<file path="src/include/pram_defaults.svh">
`ifndef PRAM_DEFAULTS_SVH
`define PRAM_DEFAULTS_SVH

img[0]  = 128'h00000001_00000d06_02010100_01000000;
img[1]  = 128'h00000706_02010100_00000f05_01000506;
img[2]  = 128'h01000000_00010101_07000000_03020202;
img[3]  = 128'h00000000_00000000_00000102_03040506;
img[4]  = 128'h07000001_02030405_06070809_0a0b0c0d;
img[5]  = 128'h0e0fffff_ffffffff_ff00ffff_ffffff81;
img[6]  = 128'hffffffff_ffffffff_ffffffff_ffffffff;
img[7]  = 128'hffffffff_ffffffff_ffffffff_ffffffff;
img[8]  = 128'hffffffff_ffffffff_ffffffff_ffffffff;
img[9]  = 128'hffffffff_ffffffff_ffffffff_ffffffff;
img[10] = 128'hffffffff_ffffffff_ffffffff_ffffffff;
img[11] = 128'hffffffff_ffffffff_ffffffff_ffffffff;
img[12] = 128'hffffffff_ffffffff_ffffffff_ffffffff;
img[13] = 128'hffffffff_ffffffff_ffffffff_ffffffff;
img[14] = 128'hffffffff_ffffffff_ffffffff_ffffffff;
img[15] = 128'hffffffff_ffffffff_ffffffff_7153dbf9;

`endif

</file>
<file path="src/logic/rtc_pkg.sv">
package rtc_pkg;

  // seconds between the mac epoch and the unix epoch
  localparam logic [31:0] mac_epoch_offset = 32'd2082844800;

  typedef enum logic [2:0] {
    st_idle,
    st_addr2,     // waiting for second byte of extended address
    st_pram,
    st_clock,
    st_internal
  } rtc_state_e;

  typedef enum logic [2:0] {
    cmd_none,
    cmd_clock,
    cmd_internal,
    cmd_pram_hi,  // 100ab short form
    cmd_pram_lo,  // 0abcd short form
    cmd_pram_ext
  } rtc_cmd_e;

  typedef struct packed {
    logic       addr;    // 0 = c033, 1 = c034
    logic       rw;      // 1 = read
    logic       strobe;
    logic       cen;
    logic [7:0] din;
  } rtc_bus_t;

  typedef struct packed {
    logic       en;
    logic       we;
    logic [7:0] addr;
    logic [7:0] wdata;
  } rtc_mem_req_t;

  // first match wins
  function automatic rtc_cmd_e decode_cmd(input logic [7:0] cmd);
    rtc_cmd_e cls;
    casez (cmd)
      8'b?000??01: cls = cmd_clock;
      8'b00110?01: cls = cmd_internal;
      8'b?010??01: cls = cmd_pram_hi;
      8'b?1????01: cls = cmd_pram_lo;
      8'b?0111???: cls = cmd_pram_ext;
      default:     cls = cmd_none;
    endcase
    return cls;
  endfunction

endpackage

</file>
<file path="src/logic/rtc_pram.sv">
`timescale 1ns/1ns

module rtc_pram import rtc_pkg::*; (
  input  logic         CLK_14M,
  input  rtc_mem_req_t req,
  output logic [7:0]   rdata
);

  logic [7:0]   mem [256];

  // row n holds bytes 16n to 16n+15 with the lowest address leftmost
  logic [127:0] img [16];

  initial begin
    `include "pram_defaults.svh"
    for (int i = 0; i < 256; i++) begin
      mem[i] = img[i / 16][8 * (15 - (i % 16)) +: 8];
    end
  end

  always_ff @(posedge CLK_14M) begin
    if (req.en) begin
      if (req.we) begin
        mem[req.addr] <= req.wdata;
      end
      rdata <= mem[req.addr];  // old contents on a write
    end
  end

endmodule

</file>
<file path="src/logic/rtc_seconds.sv">
`timescale 1ns/1ns

module rtc_seconds import rtc_pkg::*; #(
  parameter int ticks_per_sec = 14318181
) (
  input  logic         CLK_14M,
  input  logic         rst_n,
  input  logic [32:0]  timestamp,
  input  rtc_mem_req_t req,
  output logic [7:0]   rdata,
  output logic         onesecond_irq,
  output logic         qtrsecond_irq
);

  localparam int qtr_ticks = ticks_per_sec / 4;
  localparam int cnt_w     = $clog2(ticks_per_sec);

  logic [cnt_w-1:0] sec_cnt;
  logic [cnt_w-1:0] qtr_cnt;
  logic [31:0]      seconds;  // little endian over clock bytes 0..3
  logic             sec_wrap;
  logic             qtr_wrap;

  assign sec_wrap = (sec_cnt == cnt_w'(ticks_per_sec - 1));
  assign qtr_wrap = (qtr_cnt == cnt_w'(qtr_ticks - 1));

  assign onesecond_irq = sec_wrap;
  assign qtrsecond_irq = qtr_wrap;

  // prescalers run on every clock regardless of cen
  always_ff @(posedge CLK_14M or negedge rst_n) begin
    if (!rst_n) begin
      sec_cnt <= '0;
      qtr_cnt <= '0;
    end else begin
      sec_cnt <= sec_wrap ? '0 : sec_cnt + 1'b1;
      qtr_cnt <= qtr_wrap ? '0 : qtr_cnt + 1'b1;
    end
  end

  always_ff @(posedge CLK_14M or negedge rst_n) begin
    if (!rst_n) begin
      seconds <= '0;
    end else if (req.en && req.we) begin
      seconds[{req.addr[1:0], 3'b000} +: 8] <= req.wdata;  // host wins over tick
    end else if (seconds == '0) begin
      seconds <= timestamp[31:0] + mac_epoch_offset;  // unix time to mac time
    end else if (sec_wrap) begin
      seconds <= seconds + 32'd1;
    end
  end

  always_ff @(posedge CLK_14M) begin
    if (req.en) begin
      rdata <= seconds[{req.addr[1:0], 3'b000} +: 8];
    end
  end

endmodule

</file>
<file path="src/logic/rtc_cmd_seq.sv">
`timescale 1ns/1ns

module rtc_cmd_seq import rtc_pkg::*; (
  input  logic         CLK_14M,
  input  logic         rst_n,
  input  rtc_bus_t     bus,
  output logic [7:0]   dout,
  output rtc_mem_req_t pram_req,
  output rtc_mem_req_t clk_req,
  input  logic [7:0]   pram_rdata,
  input  logic [7:0]   clk_rdata
);

  logic [7:0] c033;      // data register
  logic [6:0] c034;      // control register bits 6:0
  rtc_state_e state;
  logic [7:0] tgt_addr;  // latched target address
  logic       rd_pend;
  logic       rd_pram;   // pending read from parameter RAM

  logic       access;
  logic       ctl_step;
  logic       data_step;
  logic       step_rd;
  rtc_cmd_e   cmd;

  assign access    = bus.strobe && bus.cen;
  assign ctl_step  = access && !bus.rw && bus.addr && bus.din[7];
  assign data_step = ctl_step && (state == st_pram || state == st_clock);
  assign step_rd   = bus.din[6];  // direction of this data step
  assign cmd       = decode_cmd(c033);

  // requests live only in the strobe cycle of the data step
  always_comb begin
    pram_req.en    = ctl_step && (state == st_pram);
    pram_req.we    = !step_rd;
    pram_req.addr  = tgt_addr;
    pram_req.wdata = c033;

    clk_req.en     = ctl_step && (state == st_clock);
    clk_req.we     = !step_rd;
    clk_req.addr   = tgt_addr;
    clk_req.wdata  = c033;
  end

  // host registers and read-back
  always_ff @(posedge CLK_14M or negedge rst_n) begin
    if (!rst_n) begin
      c033 <= '0;
      c034 <= '0;
      dout <= '0;
    end else begin
      if (rd_pend) begin
        c033 <= rd_pram ? pram_rdata : clk_rdata;  // target data one cycle late
      end
      if (access) begin
        if (bus.rw) begin
          dout <= bus.addr ? {1'b0, c034} : c033;
        end else if (bus.addr) begin
          c034 <= bus.din[6:0];
        end else begin
          c033 <= bus.din;
        end
      end
    end
  end

  // command sequencer advanced by control writes with bit 7 set
  always_ff @(posedge CLK_14M or negedge rst_n) begin
    if (!rst_n) begin
      state    <= st_idle;
      tgt_addr <= '0;
      rd_pend  <= 1'b0;
      rd_pram  <= 1'b0;
    end else begin
      rd_pend <= data_step && step_rd;
      if (data_step) begin
        rd_pram <= (state == st_pram);
      end

      if (ctl_step) begin
        case (state)
          st_idle: begin
            case (cmd)
              cmd_clock: begin
                tgt_addr <= {6'd0, c033[3:2]};  // clock byte ab
                state    <= st_clock;
              end
              cmd_internal: begin
                tgt_addr <= {7'd0, c033[2]};  // test or write protect
                state    <= st_internal;
              end
              cmd_pram_hi: begin
                tgt_addr <= {6'b000100, c033[3:2]};
                state    <= st_pram;
              end
              cmd_pram_lo: begin
                tgt_addr <= {4'd0, c033[5:2]};
                state    <= st_pram;
              end
              cmd_pram_ext: begin
                tgt_addr[7:5] <= c033[2:0];
                state         <= st_addr2;
              end
              default: begin
                state <= st_idle;  // unknown command ignored
              end
            endcase
          end

          st_addr2: begin
            tgt_addr[4:0] <= c033[6:2];  // low bits from second byte
            state         <= st_pram;
          end

          // data step issues its request combinationally
          st_pram: begin
            state <= st_idle;
          end

          st_clock: begin
            state <= st_idle;
          end

          // internal registers complete with no effect
          st_internal: begin
            state <= st_idle;
          end

          default: begin
            state <= st_idle;
          end
        endcase
      end
    end
  end

endmodule

</file>
<file path="src/logic/rtc_top.sv">
`timescale 1ns/1ns

module rtc_top import rtc_pkg::*; #(
  parameter int ticks_per_sec = 14318181
) (
  input  logic        CLK_14M,
  input  logic        rst_n,
  input  rtc_bus_t    bus,
  input  logic [32:0] timestamp,
  output logic [7:0]  dout,
  output logic        onesecond_irq,
  output logic        qtrsecond_irq
);

  rtc_mem_req_t pram_req;
  rtc_mem_req_t clk_req;
  logic [7:0]   pram_rdata;
  logic [7:0]   clk_rdata;

  rtc_cmd_seq u_seq (
    .CLK_14M    (CLK_14M),
    .rst_n      (rst_n),
    .bus        (bus),
    .dout       (dout),
    .pram_req   (pram_req),
    .clk_req    (clk_req),
    .pram_rdata (pram_rdata),
    .clk_rdata  (clk_rdata)
  );

  rtc_pram u_pram (
    .CLK_14M (CLK_14M),
    .req     (pram_req),
    .rdata   (pram_rdata)
  );

  rtc_seconds #(
    .ticks_per_sec (ticks_per_sec)
  ) u_seconds (
    .CLK_14M       (CLK_14M),
    .rst_n         (rst_n),
    .timestamp     (timestamp),
    .req           (clk_req),
    .rdata         (clk_rdata),
    .onesecond_irq (onesecond_irq),
    .qtrsecond_irq (qtrsecond_irq)
  );

endmodule

</file>
<file path="config.mk">
export PLATFORM = sky130hd
export DESIGN_NAME = rtc_top
export DESIGN_NICKNAME = d
export VERILOG_FILES = /design/src/logic/rtc_pkg.sv /design/src/logic/rtc_pram.sv /design/src/logic/rtc_seconds.sv /design/src/logic/rtc_cmd_seq.sv /design/src/logic/rtc_top.sv
export VERILOG_INCLUDE_DIRS = /design/src /design/src/include
export SDC_FILE = /design/constraint.sdc
export NUM_CORES = 2
export LEC_CHECK = 0
export ABC_AREA = 1
export BUFFER_PORTS_ARGS = -buffer_cell sky130_fd_sc_hd__buf_2
export CORE_ASPECT_RATIO = 0.75
export CORE_MARGIN = 2
export CORE_UTILIZATION = 40
export DETAILED_ROUTE_END_ITERATION = 16
export GPL_TIMING_DRIVEN = 0
export PLACE_DENSITY = 0.55
export REMOVE_ABC_BUFFERS = 1
export SKIP_CTS_REPAIR_TIMING = 1
export SYNTH_ARGS = -nofsm -noshare
export SYNTH_HDL_FRONTEND = slang
export SYNTH_SLANG_ARGS = --single-unit
</file>
<file path="constraint.sdc">
create_clock -name CLK_14M -period 8.96 [get_ports CLK_14M]
set_input_delay 1.792 -clock CLK_14M [delete_from_list [all_inputs] [get_ports CLK_14M]]
set_output_delay 1.792 -clock CLK_14M [all_outputs]
set_load 0.1 [all_outputs]
</file>
; Word level (Yosys, flattened, before mapping)
; Memories as Yosys holds them, arrays and structs flattened. A register that Yosys moved wholly into a read port is not among the register bits.
; Cells that the tools add are included.
[totals]
wordCells = 82
input_bits = 47
memories = 1
ff_bits = 124
ramBits = 2048
[op_classes]
muxes = 21
shifts = 3
n_reduce_logical = 23
n_addsub = 5
bitwise_logic = 1
n_eq_ne = 16
[memory_table]
columns = name, words, width, read_ports, rd_ports_with_merged_regs, write_ports, line_no
row1 = u_pram.mem, 256, 8, 1, 1, 1, rtc_pram.sv:9  ; logic [7:0] mem [256];
[op_table]
columns = op, count
row1 = 32-bit 2-to-1 mux, 3
row2 = "24-bit by 1-bit adder with 24-bit output, second input constant", 2
row3 = 24-bit 2-to-1 mux, 2
row4 = 8-bit 2-to-1 mux, 6
row5 = "32-bit by 1-bit adder with 32-bit output, second input constant", 1
row6 = "32-bit by 31-bit adder with 32-bit output, second input constant", 1
row7 = 32-bit bitwise mux, 1
row8 = 32-bit zero test, 1
row9 = "8-bit by 7-bit variable shift with 32-bit output, first input constant", 1
row10 = 32-bit by 6-bit variable part select with 8-bit output, 1
row11 = 8-bit by 7-bit variable part select with 32-bit output, 1
row12 = "24-bit by 22-bit == test with 1-bit output, second input constant", 1
row13 = "24-bit == test, second input constant", 1
row14 = 5-bit one-hot mux with 4 select lines, 1
row15 = 3-bit one-hot mux with 5 select lines, 1
row16 = "3-bit by 2-bit == test with 1-bit output, second input constant", 4
row17 = 3-bit one-hot mux with 2 select lines, 2
row18 = 3-bit one-hot mux with 4 select lines, 1
row19 = 5-bit one-hot mux with 2 select lines, 1
row20 = "3-bit == test, second input constant", 3
row21 = 1-bit logical AND, 9
row22 = 3-bit AND reduction, 3
row23 = "7-bit by 5-bit == test with 1-bit output, second input constant", 1
row24 = 5-bit negator with 7-bit output, 1
row25 = other kinds (15), 20

; Depth between registers and ports, before layout
[depth]
ltp_word = 7
mapped_depth = 17
ltp_nobuf = 13

; Hierarchy
; Synthesis repeated with hierarchy kept, for this count alone.
[unflattened]
hier_cells = 9239
area_unflattened_um2 = 94192.8
[by_module_without_submodules]
columns = mod, seq_area_each_um2, area_each_um2, instances, cells_each
row1 = rtc_pram, 61739.2, 84735.0, 1, 7798
row2 = rtc_seconds, 2242.2, 7420.9, 1, 1180
row3 = rtc_cmd_seq, 900.9, 2037.0, 1, 261

; Least setup slack after synthesis
; OpenSTA, ideal clock, no wires.
[synth_path]
kind = reg-to-reg
from = reg u_seq.c033[1]
to = reg u_seq.tgt_addr[1]
t_required_ps = 8829
path_stages_with_launch = 13
arrival_ps = 5183
path_buffers = 0
path_slack_ps = 3645
path_cell_list = dfrtp_1 > inv_1 > nand2_1 > inv_1 > nand2_1 > nor3_1 > nor3_1 > inv_1 > or2_2 > nand3_1 > nand2_1 > nand2_1 > nand2_1
[synth_between]
elab_chain_len = 5
[synth_rtl]
columns = item, line_no
row1 = "start, declared", rtc_cmd_seq.sv:14  ; logic [7:0] c033;
row2 = "start signal, assigned", rtc_cmd_seq.sv:54  ; c033 <= rd_pram ? pram_rdata : clk_rdata;
row3 = "start signal, assigned", rtc_cmd_seq.sv:62  ; c033 <= bus.din;
row4 = 7-bit by 5-bit == test with 1-bit output (tied with other cells), rtc_pkg.sv:41  ; casez (cmd)
row5 = 3-bit one-hot mux with 5 select lines *, rtc_pkg.sv:41
row6 = 3-bit == test (tied with other cells), rtc_cmd_seq.sv:84  ; case (cmd)
row7 = 5-bit one-hot mux with 4 select lines / 5-bit != test (equally long branches), n/a
row8 = 5-bit one-hot mux with 2 select lines / 3-bit AND reduction (equally long branches), n/a
row9 = "end signal, assigned", rtc_cmd_seq.sv:86  ; tgt_addr <= {6'd0, c033[3:2]};
row10 = "end signal, assigned", rtc_cmd_seq.sv:90  ; tgt_addr <= {7'd0, c033[2]};
row11 = "end signal, assigned", rtc_cmd_seq.sv:94  ; tgt_addr <= {6'b000100, c033[3:2]};
row12 = "end, declared", rtc_cmd_seq.sv:17  ; logic [7:0] tgt_addr;
; Every way passes the cells marked *; elsewhere a longest branch is shown, timed or not. The select of a mux whose other input is x is not followed.
; A chain may end at the register's enable or synchronous reset.

==> out/results.tsv <==
metric	value	unit
status	finished with violations	
violations	capacitance limit, slew limit	
cp-start-kind	flip-flop	
fin_nets	8868	
clock-skew-final	0.0508	ns
cts.sinks	2180	
area_growth	11.9	%
hold_viol_final	0	
cts_htree_levels	4	
critPathCaptureType	flip-flop	
ys_seq_area_frac	0.697	
drtIter0Drc	7895	
syn_area_per_cell	10.5	um^2
path_common_cell	buf_16	
worst_pin_slew	1.51	ns
setup_viol	0	
ant_nets	0	
dp_hpwl	161000	um
path_buf_inv	8	
p_per_area	267	nW/um^2
leakage	38.2	nW
antenna_found_initial	12	
worstSkewPairLatency	0.88	ns
crit_path_max_incr_delay	0.91	ns
track_usage	0.222	
clkSlewWorstSetupHoldPaths	0.07	ns
ff_latch_area	64900	um^2
gp_congestion	0.904	
power	27.8	mW
path_max_fanout	115	
clockBufferDepth	4	
fill_cells	21600	
core	232000	um^2
wl_per_cell	22.3	um
syn_area	93100	um^2
drive_above_1_share	0.0525	
slowest_stage	o21ai_0	
setup_tns	0	ns
relSlewSlack	-0.00940	
drv_slew	14	
drc	0	
grt_overflow_total	0	
postSynthCellCount	8900	
cts_tree	built	
crit_family	buffers and inverters	
cap_viol_max_count	1	
max_clock_freq	0.136	GHz
multi_input_comb_area	24800	um^2
period_needed	7.33	ns
grt_max_degree	157	
cts-root-buf	clkbuf_16	
dieArea	237000	um^2
port_buffers	55	
vdd.ir_drop.worst	0.192	mV
numCtsBuffers	213	
crit_type	reg2reg	
die_w	561	um
initial_core_util	0.402	
grt_pass1_vias	58700	
cp_cell_sequence	buf_16 -> buf_16 -> buf_16 -> buf_16 -> inv_8 -> buf_16 -> buf_16 -> buf_16 -> nor2_1 -> o21ai_0 -> nand2_1 -> nand2_1 -> nand2_1 -> o21ai_0 -> nand2_1 -> nor2_1 -> nand2_1 -> nor2_1 -> nand2_1	
worstPathRequired	9.52	ns
grt_pass1_wl	395000	um
arrival	7.89	ns
drt_wl_total	269000	um
hold_path.class	reg2reg	
final.period_utilization	0.818	
num_rows	153	
vias	63800	
yosys_warnings	0	
via_per_inst	5.29	
rsz0062_at_grt	false	
first_pass_iters	6	
io_pins	57	
synth_seq_cells	2180	
dieHeight	422	um
ys_types	44	
-- routing by layer --
metal / track usage / wire (um) / vias to the layer above
li1: - / - / 29800
met1: 0.342 / 125000 / 31300
met2: 0.320 / 115000 / 2344
met3: 0.0402 / 22600 / 384
met4: 0.0551 / 6600 / 2
met5: 0 / 13 / -
-- power breakdown --
group	leakage, nW	total (mW)	switching [mW]	internal (mW)
clock	3.21	8.77	3.84	4.93
combinational	14.9	7.02	5.14	1.87
sequential	20.1	12.0	0.289	11.8
-- sequential cells by signal, summed over array words and instances (netlist names) --
| register | count |
|---|---|
| u_pram.mem | 2048 |
| u_seconds.seconds | 32 |
| u_seconds.qtr_cnt | 24 |
| u_seconds.sec_cnt | 24 |
| u_pram.rdata | 8 |
| u_seconds.rdata | 8 |
| u_seq.c033 | 8 |
| u_seq.dout | 8 |
| u_seq.tgt_addr | 8 |
| u_seq.c034 | 7 |
| u_seq.state | 3 |
| u_seq.rd_pend | 1 |
| u_seq.rd_pram | 1 |
-- Yosys cell counts (all sizes together) --
cell | n | area (um^2)
xor2 | 40 | 350
a22oi | 2 | 15.0
or2 | 4 | 25.0
a21oi | 60 | 304
a21o | 1 | 7.51
nor3 | 38 | 190
nand2 | 2123 | 7990
a21boi | 1 | 7.51
ha | 14 | 175
dfrtp | 116 | 2900
o221ai | 1 | 8.76
o21ai | 1133 | 5680
mux2 | 1 | 11.3
o21a | 1 | 7.51
buf | 256 | 1310
nor4 | 17 | 106
clkbuf | 194 | 728
nor4b | 1 | 8.76
clkinv | 6 | 22.5
o21bai | 1 | 7.51
o211ai | 11 | 82.6
o22ai | 47 | 294
nor3b | 1 | 7.51
inv | 378 | 1420
nand3b | 4 | 30.0
nor2 | 2131 | 8030
a31oi | 2 | 12.5
nand3 | 188 | 966
nand4 | 55 | 344
xnor2 | 9 | 78.8
edfxtp | 2064 | 62000
-- cells in the final DEF (no fill, tap or decap), types with 13 or more instances in the layout --
master / Yosys / final
a21oi_1: 59 / 59
buf_12: 0 / 24
buf_16: 0 / 63
buf_2: 197 / 54
bufinv_16: 0 / 16
clkbuf_1: 194 / 61
clkbuf_16: 0 / 219
clkinv_1: 6 / 40
clkinv_2: 0 / 32
dfrtp_1: 116 / 106
edfxtp_1: 2064 / 2064
ha_1: 14 / 14
inv_1: 374 / 374
nand2_1: 2117 / 2106
nand2_2: 4 / 13
nand3_1: 183 / 183
nand4_1: 55 / 55
nor2_1: 2126 / 2122
nor3_1: 38 / 38
nor4_1: 17 / 17
o21ai_0: 1025 / 1025
o21ai_1: 107 / 107
o22ai_1: 47 / 47
xor2_1: 40 / 40
-- through the flow --
| step | utilization | setup WS [ns] | hold WS (ns) | instance area, um^2 | std cells |
|---|---|---|---|---|---|
| 2_1_floorplan | - | -43.77 | 0.454 | 91100 | 8450 |
| 3_3_place_gp | 0.411 | -142.88 | 0.467 | 95200 | 11600 |
| 3_5_place_dp | 0.421 | 1.83 | 0.474 | 97500 | 11700 |
| 4_1_cts | 0.449 | 1.80 | 0.490 | 104000 | 12100 |
| 5_1_grt | 0.450 | 1.49 | 0.524 | 104000 | 12100 |
| 6_report | 0.450 | 1.63 | 0.485 | 104000 | 12100 |
-- tightest hold or removal path, stage by stage (launching register included) --
cell	delay, ns
dfrtp_1	0.34
nand2_1	0.05
o21ai_0	0.06
-- cells by family after synthesis --
family	Yosys count	synth area share
AND/OR/NAND/NOR	4562	0.190
flip-flops	2180	0.697
AO/OA/AOI/OAI	1260	0.0691
buffers and inverters	834	0.0373
XOR/XNOR	49	0.00461
adder cells (fa/ha/maj)	14	0.00188
multiplexers	1	0.000121
-- area by class of cell --
type | count | area share
well taps | 3100 | 0.0372
clock inverters | 92 | 0.00810
clock buffers | 281 | 0.0550
repair buffers | 142 | 0.0240
diodes | 4 | 0.0000961
flip-flops and latches | 2180 | 0.623
inverters | 384 | 0.0141
multi-input cells | 5886 | 0.238
-- worst paths after layout --
path                              startpoint               endpoint  slack [ns]  cells past startpoint
max                        u_seq.tgt_addr[1]        u_pram.rdata[5]        1.63                     19
min                            u_seq.c034[4]          u_seq.c034[4]        0.48                      2
max reg2reg                u_seq.tgt_addr[1]        u_pram.rdata[5]        1.63                     19
min reg2reg                    u_seq.c034[4]          u_seq.c034[4]        0.48                      2
max in group asynchronous              rst_n          u_seq.c033[7]        7.27                      2
min in group asynchronous              rst_n  u_seconds.qtr_cnt[12]        0.77                      1
(Power assumes the default switching activity.)
